`config.mk`:
```
export PLATFORM = sky130hd
export DESIGN_NAME = fir_filter_top
export DESIGN_NICKNAME = d
export VERILOG_FILES = /design/src/hdl/fir_pkg.sv /design/src/hdl/ahb_lite_slave.sv /design/src/hdl/coefficient_loader.sv /design/src/hdl/fir_datapath.sv /design/src/hdl/fir_filter_top.sv
export VERILOG_INCLUDE_DIRS = /design/src /design/src/hdl
export SDC_FILE = /design/constraint.sdc
export NUM_CORES = 1
export LEC_CHECK = 0
export BUFFER_PORTS_ARGS = -buffer_cell sky130_fd_sc_hd__buf_2
export CAP_MARGIN = 20
export CORE_MARGIN = 5
export CORE_UTILIZATION = 58
export CTS_CLUSTER_SIZE = 16
export DETAILED_ROUTE_END_ITERATION = 7
export GPL_ROUTABILITY_DRIVEN = 0
export HOLD_SLACK_MARGIN = 0.15
export PLACE_DENSITY = 0.72
export SYNTH_ARGS = -nofsm -noshare
export SYNTH_HDL_FRONTEND = slang
export SYNTH_SLANG_ARGS = --single-unit
```
`constraint.sdc`:
```
create_clock -name clk -period 10.8 [get_ports clk]
set_input_delay 0.54 -clock clk [delete_from_list [all_inputs] [get_ports clk]]
set_output_delay 0.54 -clock clk [all_outputs]
set_load 0.02 [all_outputs]
```
`src/hdl/fir_cfg.svh`:
```
`ifndef FIR_CFG_SVH
`define FIR_CFG_SVH

// ==================================================
// Filter geometry
// ==================================================
`define FIR_TAPS        4
`define FIR_MAC_CYCLES  4

// ==================================================
// Register map, byte addresses
// ==================================================
`define ADDR_STATUS     0
`define ADDR_RESULT     2
`define ADDR_SAMPLE     4
// Coefficient k sits at ADDR_COEFF0 + 2k, up to address 13
`define ADDR_COEFF0     6
`define ADDR_NEW_COEFF  14

// Status word layout, busy is bit 0
`define STATUS_ERR_BIT  8

`endif

```
`src/hdl/fir_pkg.sv`:
```
`default_nettype none

package fir_pkg;

    // Sample, coefficient and result words
    typedef logic signed [15:0] sample_t;

    // Register byte address on the bus
    typedef logic [3:0] reg_addr_t;

    // Coefficient or tap index
    typedef logic [1:0] coeff_idx_t;

    // Four 32-bit products need two guard bits
    typedef logic signed [33:0] acc_t;

    // Coefficient loader
    typedef enum logic [1:0] {L_IDLE, L_LOAD, L_DONE} load_state_t;

    // MAC sequencer
    typedef enum logic [1:0] {M_IDLE, M_MAC, M_WRITE} mac_state_t;

endpackage

`default_nettype wire

```
`src/hdl/ahb_lite_slave.sv`:
```
`timescale 1ns/1ps
`default_nettype none

`include "fir_cfg.svh"

module ahb_lite_slave (
    input  logic                clk,
    input  logic                rst_n,
    input  logic                hsel,
    input  fir_pkg::reg_addr_t  haddr,
    input  logic                hsize,
    input  logic [1:0]          htrans,
    input  logic                hwrite,
    input  fir_pkg::sample_t    hwdata,
    input  logic                modwait,
    input  fir_pkg::sample_t    fir_out,
    input  logic                err,
    input  fir_pkg::coeff_idx_t coefficient_num,
    input  logic                clear_coeff_set,
    output fir_pkg::sample_t    hrdata,
    output logic                hresp,
    output fir_pkg::sample_t    sample_data,
    output logic                data_ready,
    output logic                new_coefficient_set,
    output fir_pkg::sample_t    fir_coefficient
);
    import fir_pkg::*;

    // Halfword index of each register
    localparam logic [2:0] WORD_STATUS = 3'(`ADDR_STATUS / 2);
    localparam logic [2:0] WORD_RESULT = 3'(`ADDR_RESULT / 2);
    localparam logic [2:0] WORD_SAMPLE = 3'(`ADDR_SAMPLE / 2);
    localparam logic [2:0] WORD_COEFF0 = 3'(`ADDR_COEFF0 / 2);
    localparam logic [2:0] WORD_FLAG   = 3'(`ADDR_NEW_COEFF / 2);

    reg_addr_t  dp_addr;
    logic       dp_size;
    logic       dp_write;
    logic       dp_valid;

    sample_t    sample_q;
    sample_t    coeff_q [`FIR_TAPS];

    sample_t    sample_next;
    sample_t    coeff_next [`FIR_TAPS];
    logic       flag_next;

    logic       ap_valid;
    logic [2:0] ap_word;
    logic       wr_en;
    logic [2:0] dp_word;
    logic [1:0] dp_lanes;
    sample_t    status_word;
    sample_t    rd_word;
    sample_t    rd_value;

    // Replace only the enabled byte lanes
    function automatic sample_t merge_lanes(sample_t old_v, sample_t new_v, logic [1:0] lanes);
        sample_t merged;
        merged = old_v;
        if (lanes[0]) begin
            merged[7:0] = new_v[7:0];
        end
        if (lanes[1]) begin
            merged[15:8] = new_v[15:8];
        end
        return merged;
    endfunction

    // ==================================================
    // Address phase
    // ==================================================
    assign ap_valid = hsel && (htrans != 2'b00);
    assign ap_word  = haddr[3:1];

    always_ff @(posedge clk or negedge rst_n) begin
        if (!rst_n) begin
            dp_valid <= 1'b0;
            dp_write <= 1'b0;
            dp_size  <= 1'b0;
            dp_addr  <= '0;
        end else begin
            dp_valid <= ap_valid;
            dp_write <= hwrite;
            dp_size  <= hsize;
            dp_addr  <= haddr;
        end
    end

    // ==================================================
    // Data phase writes
    // ==================================================
    assign wr_en    = dp_valid && dp_write;
    assign dp_word  = dp_addr[3:1];
    // Odd halfword addresses fold onto the even pair
    assign dp_lanes = dp_size ? 2'b11 : (dp_addr[0] ? 2'b10 : 2'b01);

    always_comb begin
        sample_next = sample_q;
        flag_next   = clear_coeff_set ? 1'b0 : new_coefficient_set;
        for (int i = 0; i < `FIR_TAPS; i++) begin
            coeff_next[i] = coeff_q[i];
        end
        if (wr_en) begin
            if (dp_word == WORD_SAMPLE) begin
                sample_next = merge_lanes(sample_q, hwdata, dp_lanes);
            end
            for (int i = 0; i < `FIR_TAPS; i++) begin
                if (dp_word == WORD_COEFF0 + 3'(i)) begin
                    coeff_next[i] = merge_lanes(coeff_q[i], hwdata, dp_lanes);
                end
            end
            // Bus write wins over the loader clear
            if ((dp_word == WORD_FLAG) && dp_lanes[0]) begin
                flag_next = hwdata[0];
            end
        end
    end

    assign hresp      = wr_en && ((dp_word == WORD_STATUS) || (dp_word == WORD_RESULT));
    assign data_ready = wr_en && (dp_word == WORD_SAMPLE);
    assign sample_data = sample_next;

    assign fir_coefficient = coeff_q[coefficient_num];

    always_ff @(posedge clk or negedge rst_n) begin
        if (!rst_n) begin
            sample_q            <= '0;
            new_coefficient_set <= 1'b0;
            for (int i = 0; i < `FIR_TAPS; i++) begin
                coeff_q[i] <= '0;
            end
        end else begin
            sample_q            <= sample_next;
            new_coefficient_set <= flag_next;
            for (int i = 0; i < `FIR_TAPS; i++) begin
                coeff_q[i] <= coeff_next[i];
            end
        end
    end

    // ==================================================
    // Read path
    // ==================================================
    always_comb begin
        status_word                  = '0;
        status_word[0]               = modwait || flag_next;
        status_word[`STATUS_ERR_BIT] = err;
    end

    // Next-state values give back the write still in its data phase
    always_comb begin
        rd_word = '0;
        if (ap_word == WORD_STATUS) begin
            rd_word = status_word;
        end else if (ap_word == WORD_RESULT) begin
            rd_word = fir_out;
        end else if (ap_word == WORD_SAMPLE) begin
            rd_word = sample_next;
        end else if (ap_word == WORD_FLAG) begin
            rd_word = {15'b0, flag_next};
        end
        for (int i = 0; i < `FIR_TAPS; i++) begin
            if (ap_word == WORD_COEFF0 + 3'(i)) begin
                rd_word = coeff_next[i];
            end
        end
    end

    always_comb begin
        if (hsize) begin
            rd_value = rd_word;
        end else if (haddr[0]) begin
            rd_value = {rd_word[15:8], 8'h00};
        end else begin
            rd_value = {8'h00, rd_word[7:0]};
        end
    end

    always_ff @(posedge clk or negedge rst_n) begin
        if (!rst_n) begin
            hrdata <= '0;
        end else if (ap_valid && !hwrite) begin
            hrdata <= rd_value;
        end
    end

    // Read-only error never strobes a sample
    a_resp_ready_excl: assert property (
        @(posedge clk) disable iff (!rst_n)
        !(hresp && data_ready)
    ) else $error("hresp and data_ready high together");

    a_ready_after_write: assert property (
        @(posedge clk) disable iff (!rst_n)
        data_ready |-> $past(hsel && (htrans != 2'b00) && hwrite)
    ) else $error("data_ready outside a write data phase");

endmodule

`default_nettype wire

```
`src/hdl/coefficient_loader.sv`:
```
`timescale 1ns/1ps
`default_nettype none

`include "fir_cfg.svh"

module coefficient_loader (
    input  logic                clk,
    input  logic                rst_n,
    input  logic                new_coefficient_set,
    input  logic                modwait,
    output fir_pkg::coeff_idx_t coefficient_num,
    output logic                load_coeff,
    output logic                clear_coeff_set
);
    import fir_pkg::*;

    localparam coeff_idx_t LAST_TAP = coeff_idx_t'(`FIR_TAPS - 1);

    load_state_t state_q;
    load_state_t state_next;
    coeff_idx_t  count_q;

    always_comb begin
        state_next = state_q;
        case (state_q)
            L_IDLE: begin
                // Only start between samples
                if (new_coefficient_set && !modwait) begin
                    state_next = L_LOAD;
                end
            end
            L_LOAD: begin
                if (count_q == LAST_TAP) begin
                    state_next = L_DONE;
                end
            end
            L_DONE: begin
                state_next = L_IDLE;
            end
            default: begin
                state_next = L_IDLE;
            end
        endcase
    end

    always_ff @(posedge clk or negedge rst_n) begin
        if (!rst_n) begin
            state_q <= L_IDLE;
            count_q <= '0;
        end else begin
            state_q <= state_next;
            if (state_q == L_LOAD) begin
                count_q <= count_q + 1'b1;
            end else begin
                count_q <= '0;
            end
        end
    end

    assign coefficient_num = count_q;
    assign load_coeff      = (state_q == L_LOAD);
    assign clear_coeff_set = (state_q == L_DONE);

endmodule

`default_nettype wire

```
`src/hdl/fir_datapath.sv`:
```
`timescale 1ns/1ps
`default_nettype none

`include "fir_cfg.svh"

module fir_datapath (
    input  logic                clk,
    input  logic                rst_n,
    input  fir_pkg::sample_t    sample_data,
    input  logic                data_ready,
    input  logic                load_coeff,
    input  fir_pkg::coeff_idx_t coefficient_num,
    input  fir_pkg::sample_t    fir_coefficient,
    output logic                modwait,
    output fir_pkg::sample_t    fir_out,
    output logic                err
);
    import fir_pkg::*;

    localparam coeff_idx_t LAST_TAP = coeff_idx_t'(`FIR_MAC_CYCLES - 1);
    localparam sample_t    SAT_MAX  = 16'sh7fff;
    localparam sample_t    SAT_MIN  = 16'sh8000;

    mac_state_t state_q;
    sample_t    coeff_q [`FIR_TAPS];
    sample_t    hist_q [`FIR_TAPS];
    coeff_idx_t tap_q;
    acc_t       acc_q;
    logic       drop_q;

    logic               idle;
    logic               accept;
    logic               drop;
    sample_t            mul_sample;
    logic signed [31:0] product;
    acc_t               acc_base;
    acc_t               acc_sum;
    logic signed [18:0] scaled;
    logic               sat_hi;
    logic               sat_lo;
    sample_t            result;

    assign idle    = (state_q == M_IDLE);
    assign accept  = data_ready && idle;
    assign drop    = data_ready && !idle;
    assign modwait = !idle;

    // ==================================================
    // Shared multiplier
    // ==================================================
    // tap_q rests at 0 while idle, so tap 0 takes the sample straight from the bus
    assign mul_sample = idle ? sample_data : hist_q[tap_q];
    assign product    = coeff_q[tap_q] * mul_sample;

    assign acc_base = idle ? '0 : acc_q;
    assign acc_sum  = acc_base + acc_t'(product);

    // ==================================================
    // Scaling and saturation
    // ==================================================
    assign scaled = acc_q[33:15];
    assign sat_hi = !scaled[18] && (scaled[17:15] != 3'b000);
    assign sat_lo = scaled[18] && (scaled[17:15] != 3'b111);

    always_comb begin
        if (sat_hi) begin
            result = SAT_MAX;
        end else if (sat_lo) begin
            result = SAT_MIN;
        end else begin
            result = scaled[15:0];
        end
    end

    // ==================================================
    // MAC sequencer
    // ==================================================
    always_ff @(posedge clk or negedge rst_n) begin
        if (!rst_n) begin
            state_q <= M_IDLE;
            tap_q   <= '0;
            acc_q   <= '0;
            drop_q  <= 1'b0;
            fir_out <= '0;
            err     <= 1'b0;
        end else begin
            case (state_q)
                M_IDLE: begin
                    if (data_ready) begin
                        acc_q   <= acc_sum;
                        tap_q   <= coeff_idx_t'(1);
                        state_q <= M_MAC;
                    end
                end
                M_MAC: begin
                    acc_q <= acc_sum;
                    tap_q <= tap_q + 1'b1;
                    if (tap_q == LAST_TAP) begin
                        state_q <= M_WRITE;
                    end
                    // Dropped sample flags at once and again with the result
                    if (drop) begin
                        err    <= 1'b1;
                        drop_q <= 1'b1;
                    end
                end
                M_WRITE: begin
                    fir_out <= result;
                    err     <= sat_hi || sat_lo || drop_q || drop;
                    drop_q  <= 1'b0;
                    state_q <= M_IDLE;
                end
                default: begin
                    state_q <= M_IDLE;
                end
            endcase
        end
    end

    // Newest sample at index 0
    always_ff @(posedge clk or negedge rst_n) begin
        if (!rst_n) begin
            for (int k = 0; k < `FIR_TAPS; k++) begin
                hist_q[k]  <= '0;
                coeff_q[k] <= '0;
            end
        end else begin
            if (accept) begin
                hist_q[0] <= sample_data;
                for (int k = 1; k < `FIR_TAPS; k++) begin
                    hist_q[k] <= hist_q[k-1];
                end
            end
            if (load_coeff) begin
                coeff_q[coefficient_num] <= fir_coefficient;
            end
        end
    end

    // Loader must never rewrite taps under a running MAC
    a_no_load_busy: assert property (
        @(posedge clk) disable iff (!rst_n)
        !(load_coeff && modwait)
    ) else $error("coefficient load during MAC");

endmodule

`default_nettype wire

```
`src/hdl/fir_filter_top.sv`:
```
`timescale 1ns/1ps
`default_nettype none

module fir_filter_top (
    input  logic               clk,
    input  logic               rst_n,
    input  logic               hsel,
    input  fir_pkg::reg_addr_t haddr,
    input  logic               hsize,
    input  logic [1:0]         htrans,
    input  logic               hwrite,
    input  fir_pkg::sample_t   hwdata,
    output fir_pkg::sample_t   hrdata,
    output logic               hresp
);
    import fir_pkg::*;

    sample_t    sample_data;
    sample_t    fir_coefficient;
    sample_t    fir_out;
    coeff_idx_t coefficient_num;
    logic       data_ready;
    logic       new_coefficient_set;
    logic       modwait;
    logic       err;
    logic       load_coeff;
    logic       clear_coeff_set;

    ahb_lite_slave u_slave (
        .clk                 (clk),
        .rst_n               (rst_n),
        .hsel                (hsel),
        .haddr               (haddr),
        .hsize               (hsize),
        .htrans              (htrans),
        .hwrite              (hwrite),
        .hwdata              (hwdata),
        .modwait             (modwait),
        .fir_out             (fir_out),
        .err                 (err),
        .coefficient_num     (coefficient_num),
        .clear_coeff_set     (clear_coeff_set),
        .hrdata              (hrdata),
        .hresp               (hresp),
        .sample_data         (sample_data),
        .data_ready          (data_ready),
        .new_coefficient_set (new_coefficient_set),
        .fir_coefficient     (fir_coefficient)
    );

    coefficient_loader u_loader (
        .clk                 (clk),
        .rst_n               (rst_n),
        .new_coefficient_set (new_coefficient_set),
        .modwait             (modwait),
        .coefficient_num     (coefficient_num),
        .load_coeff          (load_coeff),
        .clear_coeff_set     (clear_coeff_set)
    );

    fir_datapath u_datapath (
        .clk             (clk),
        .rst_n           (rst_n),
        .sample_data     (sample_data),
        .data_ready      (data_ready),
        .load_coeff      (load_coeff),
        .coefficient_num (coefficient_num),
        .fir_coefficient (fir_coefficient),
        .modwait         (modwait),
        .fir_out         (fir_out),
        .err             (err)
    );

endmodule

`default_nettype wire

```
==> metrics.txt, run 1 <==
Setup Buffers After CTS=0; total number of vias=16,700; Root Buffer=clkbuf_16; largest net degree at the start of global routing=140; HPWL Detailed=43,900 um; Ys Warns=0; Critical Path RT=11,260 ps; Initial Util=58.4%; setup_tns=0 ps; Syn Nets=2,722; worst skew pair latency=570 ps; drt first pass iters=7; hold_buf cts=3; core box area=41,900 um^2; Post-CTS Resized=0; all-layer global routing usage=26.2%; FILL cells=3,264; average size of a mapped cell=10.7 um^2; reg2reg start=u_slave.dp_addr[2]$_DFF_PN0_; Reg2Reg Setup Slack=2000 ps; row count=75; first-pass GRT wire length=96,900 um; Max Clk Rate=114 MHz; Num CTS Buffers=29; # DRC=0; Clock Skew=15.1 ps; classification of the worst setup path=register to register; Tmin final=8800 ps; Tightest Pin Transition=1050 ps; Port Buffer Count=43; IO Pins=44; Die Span Y=215 um; Post-Synthesis Cells=2,283; CTS tree=done; Cell variety after synth=66; max cap viols=0; layout cells sized above 1=16.6%; register area share after synthesis=29.9%; Critical Path Sink Type=register; # setup viols final=0; Rel. slew slack=29.4%; synthesized flop and latch total=292; 1st-iter DRT viols=949; number of global-route vias before repair=17,700; Primary FF master, synth=dfrtp_1; Syn Std Cell Area=24,500 um^2; overall die width=215 um; Worst Path Arrival=9250 ps; vias per cell=5.81; RSZ-0062 raised after global routing=no; Max Slew Vio Count=0; critical-path maximum fanout=10; Syn-to-layout area delta=7.96%; Sink Count=292; GRT overflow=0; final wirelength=59,200 um; H-tree depth=1; CTS clk-pin slew, worst paths=70 ps; Worst Setup EP=u_datapath.acc_q[32]$_DFFE_PN0P_; initial antenna violation count=1; Post-synth EDFFs=0; Die ar.=46,400 um^2; dpl ws=2140 ps; Hold Vio Cnt, Final=0; wire per inst=20.6 um; clock buffer depth=3; Final nets=2,746; final worst setup slack=2000 ps; worst hold path type=input pin to async pin; antenna-violating nets left=0; Critical Path Source Type=register; status=completed; reg2reg path depth=25; Worst Setup SP=u_slave.dp_addr[2]$_DFF_PN0_; final critical-path share of the clock period=81.4%; Crit Reg-Reg Endpoint=u_datapath.acc_q[32]$_DFFE_PN0P_; Synth async-reset ratio=100%
## worst min-delay path by stage
| stage | start | cells past startpoint | endpoint | slack [ps] |
|---|---|---|---|---|
| after floorplan | rst_n | 0 | u_datapath.acc_q[0]$_DFFE_PN0P_ | 240 |
| after detailed placement | u_datapath.acc_q[10]$_DFFE_PN0P_ | 2 | u_datapath.acc_q[10]$_DFFE_PN0P_ | 460 |
| after global placement | u_datapath.acc_q[10]$_DFFE_PN0P_ | 2 | u_datapath.acc_q[10]$_DFFE_PN0P_ | 450 |
| after CTS | rst_n | 1 | u_slave.hrdata[15]$_DFFE_PN0P_ | 160 |
| after global routing | rst_n | 1 | u_slave.coeff_q[8]$_DFF_PN0_ | 180 |
| final | rst_n | 1 | u_slave.hrdata[15]$_DFFE_PN0P_ | 110 |
## routing by layer
| metal | up-vias | global-route usage [%] | wire length [um] |
|---|---|---|---|
| li1 | 7445 | - | - |
| met1 | 8622 | 35.1 | 23900 |
| met2 | 482 | 44.9 | 30300 |
| met3 | 118 | 3.67 | 3040 |
| met4 | 0 | 7.81 | 1920 |
| met5 | - | 0 | 0 |
## registers in the layout (all words and copies together) (netlist names)
name,cells
u_slave.dp_size,1
u_datapath.err,1
u_datapath.state_q,2
u_slave.dp_addr,4
u_loader.coefficient_num,2
u_slave.dp_valid,1
u_slave.new_coefficient_set,1
u_slave.hrdata,16
u_loader.state_q,2
u_datapath.fir_out,16
u_datapath.coeff_q,64
u_slave.sample_q,16
u_datapath.tap_q,2
u_datapath.drop_q,1
u_slave.coeff_q,64
u_slave.dp_write,1
u_datapath.acc_q,34
u_datapath.hist_q,64
## critical path: stages (launching register included)
cell,delay (ps)
dfrtp_1,500
or3b_4,460
nor3_4,480
mux2i_1,230
o21ai_1,860
nand2_1,230
inv_1,130
fa_1,560
inv_1,140
fa_1,440
fa_1,510
inv_1,50
fa_1,480
fa_1,480
inv_1,50
fa_1,470
inv_1,40
ha_1,360
nand3_1,120
nor3_1,340
inv_1,70
o221ai_1,400
o21ai_1,200
o31ai_1,660
nor4_1,130
a211o_1,260
## Yosys cell counts (all sizes together), types with 5 or more instances
library cell / count / area share [%]
or2: 9 / 0.23
o21ai: 90 / 1.8
a31oi: 6 / 0.15
o41ai: 6 / 0.21
nor2: 146 / 2.3
xor2: 10 / 0.36
mux2: 194 / 8.9
o21bai: 5 / 0.15
buf: 12 / 0.24
a21oi: 61 / 1.2
nand2: 233 / 3.6
nand3: 13 / 0.27
nand2b: 27 / 0.69
o211a: 8 / 0.33
inv: 364 / 5.6
a221oi: 8 / 0.29
a21o: 8 / 0.25
a211oi: 13 / 0.40
clkbuf: 75 / 1.2
nor2b: 50 / 1.3
o31ai: 8 / 0.27
xnor2: 17 / 0.61
a2bb2oi: 7 / 0.25
o21a: 15 / 0.49
nor3: 15 / 0.43
a21boi: 5 / 0.15
fa: 305 / 25
dfrtp: 292 / 30
mux4: 39 / 3.6
and2: 46 / 1.2
ha: 107 / 5.5
mux2i: 34 / 1.4
a32o: 8 / 0.33
## logic make-up after synthesis
kind of cell    after synthesis  synth area share (%)
mux                         267                  13.9
flops                       292                  29.9
simple gates                558                  10.5
buf+inv                     452                  7.00
compound gates              275                  7.31
fa+ha+maj                   412                  30.4
xor+xnor                     27                 0.967
## cell usage in the layout (no fill, tap or decap), types with 5 or more instances in the layout
cell	n
a211oi_1	13
nand3_1	13
fa_1	305
inv_1	364
clkbuf_8	11
nand2_1	233
nor2_1	144
dfrtp_1	290
xnor2_1	17
a21oi_1	61
mux2i_1	34
a21o_1	8
a2bb2oi_1	7
nor3_1	10
mux4_2	39
o41ai_1	6
o21ai_1	19
o31ai_1	7
o21ai_0	71
o21bai_1	5
nor2b_1	49
nand2b_1	27
clkbuf_16	29
or2_2	9
o21a_1	14
ha_1	107
xor2_1	10
mux2_2	194
buf_4	31
o211a_1	8
a32o_1	8
buf_2	42
a221oi_1	8
a31oi_1	6
and2_1	46
## area by class of cell
class | count | area (um^2) | share of cell area, %
tap | 539 | 674 | 2.55
sequential | 292 | 7310 | 27.7
antenna | 1 | 2.50 | 0.00948
clock buffer | 43 | 888 | 3.37
multi-input combinational | 1539 | 15400 | 58.5
inverter | 365 | 1370 | 5.19
timing repair buffer | 80 | 551 | 2.09
clock inverter | 11 | 160 | 0.607
## metrics by stage
step	hold slack, ps	instance area, um^2	util [%]	instances
after floorplan	244	24500	-	2283
after global placement	447	25200	60.3	2808
after detailed placement	463	25300	60.3	2809
after CTS	159	26300	62.9	2866
after global routing	178	26400	63.1	2869
final	107	26400	63.1	2870
Power of run 1 is not shown: default switching activity piles up to over one toggle a cycle in this logic, so the estimate is an artifact.
==> run 2, diff against run 1 <==
==> constraint.sdc (replaced) <==
create_clock -name clk -period 8.25 [get_ports clk]
set_input_delay 0.4125 -clock clk [delete_from_list [all_inputs] [get_ports clk]]
set_output_delay 0.4125 -clock clk [all_outputs]
set_load 0.02 [all_outputs]
==> metrics.txt, run 2 (synthesized netlist as in run 1, its figures left out) <==
status=completed; antenna-violating nets left=0; first-pass GRT wire length=97,100 um; Clock Skew=49.3 ps; IO Pins=44; HPWL Detailed=44,400 um; Critical Path Sink Type=register; Num CTS Buffers=28; Max Clk Rate=126 MHz; H-tree depth=1; Max Slew Vio Count=0; # setup viols final=0; Critical Path Source Type=register; Die Span Y=215 um; vias per cell=5.81; Root Buffer=clkbuf_16; Die ar.=46,400 um^2; Tmin final=7930 ps; CTS clk-pin slew, worst paths=70 ps; final wirelength=59,100 um; all-layer global routing usage=26.0%; clock buffer depth=3; classification of the worst setup path=register to register; CTS tree=done; overall die width=215 um; commonest non-fill, non-tap cell in the layout=inv_1; Sink Count=292; most frequent cells in the layout=inv_1, fa_1, dfrtp_1; initial antenna violation count=0; row count=75; number of global-route vias before repair=18,300; # DRC=0; Tightest Pin Transition=1010 ps; total number of vias=16,900; GRT overflow=0; Port Buffer Count=43; final critical-path share of the clock period=96.1%; worst skew pair latency=590 ps; largest net degree at the start of global routing=180; final non-filler cell total=2,907; Worst Path Arrival=8420 ps; 1st-iter DRT viols=1,123; Rel. slew slack=32.9%; core box area=41,900 um^2; Hold Vio Cnt, Final=0; Syn-to-layout area delta=8.76%; antenna diode count=0; Final nets=2,786; Critical Path RT=8750 ps; critical-path maximum fanout=16; Initial Util=58.4%; layout cells sized above 1=17.3%; max cap viols=0; drt first pass iters=5; wire per inst=20.3 um; worst hold path type=input pin to register; DP Cell Count=2,838; top flop regs=u_datapath.coeff_q: 64 flops, u_datapath.hist_q: 64 flops, u_slave.coeff_q: 64 flops
run 2: cell count changes in the layout (fill, tap and decap cells not counted), sizes merged:
cell / previous run / this run
diode: 1 / 0
bufinv: 3 / 0
inv: 367 / 365
clkinv: 6 / 8
dlygate4sd3: 3 / 15
buf: 77 / 106
run 2: layer usage:
metal	global-route usage [%]	part of all wire (%)	up-vias	wire length, um
li1	-	-	7528	-
met2	45.3	51	482	30000
met3	2.83	4.8	107	2810
met5	0	0	-	0
met1	35.0	41	8775	24400
met4	7.30	3.2	0	1910
run 2: timing repair:
action	CTS	global route
hold endpoints to repair	140	0
hold buffers	15	0
setup endpoints to repair	0	10
resized for setup	0	4
setup buffers	0	1
run 2: worst paths after layout:
check / slack, ps / to / cells after the start / start
setup / recovery: 320 / u_datapath.acc_q[33]$_DFFE_PN0P_ / 25 / u_slave.dp_addr[3]$_DFF_PN0_
hold / removal: 180 / u_slave.coeff_q[43]$_DFF_PN0_ / 2 / hwdata[11]
setup reg to reg: 320 / u_datapath.acc_q[33]$_DFFE_PN0P_ / 25 / u_slave.dp_addr[3]$_DFF_PN0_
hold reg to reg: 470 / u_datapath.acc_q[7]$_DFFE_PN0P_ / 2 / u_datapath.acc_q[7]$_DFFE_PN0P_
max in group asynchronous: 6260 / u_datapath.coeff_q[19]$_DFFE_PN0P_ / 3 / rst_n
min in group asynchronous: 500 / u_slave.hrdata[15]$_DFFE_PN0P_ / 2 / rst_n
run 2: layout make-up:
| class | instances | area (um^2) |
|---|---|---|
| multi-input combinational | 1539 | 15500 |
| fill | 3339 | 15300 |
| sequential | 292 | 7310 |
| inverter | 365 | 1370 |
| timing repair buffer | 121 | 893 |
| clock buffer | 43 | 817 |
| tap | 539 | 674 |
| clock inverter | 8 | 72.6 |
run 2: through the flow:
stage	hold slack, ps	area, um^2	setup slack (ps)	setup TNS [ps]	util, %
2_1_floorplan	117	24500	783	0	-
3_3_place_gp	448	25500	391	0	60.9
3_5_place_dp	457	25500	185	0	60.9
4_1_cts	157	26500	154	0	63.4
5_1_grt	174	26600	-37.1	-37.1	63.5
6_report	182	26600	324	0	63.5
run 2: worst max-delay path, cell delays in order, from the launching register on:
cell	delay [ps]
dfrtp_1	450
or3b_4	460
nor2_2	320
buf_4	240
mux2i_1	420
o21ai_1	150
buf_4	240
and2_1	180
fa_1	500
inv_1	60
fa_1	540
inv_1	50
fa_1	490
fa_1	450
fa_1	530
fa_1	420
ha_1	320
and3_1	200
and3_1	230
a221oi_1	370
buf_4	190
a21oi_1	130
o21ba_2	270
o2111ai_1	260
a21oi_1	110
o31ai_2	220
Power of run 2 is left out for the same reason.
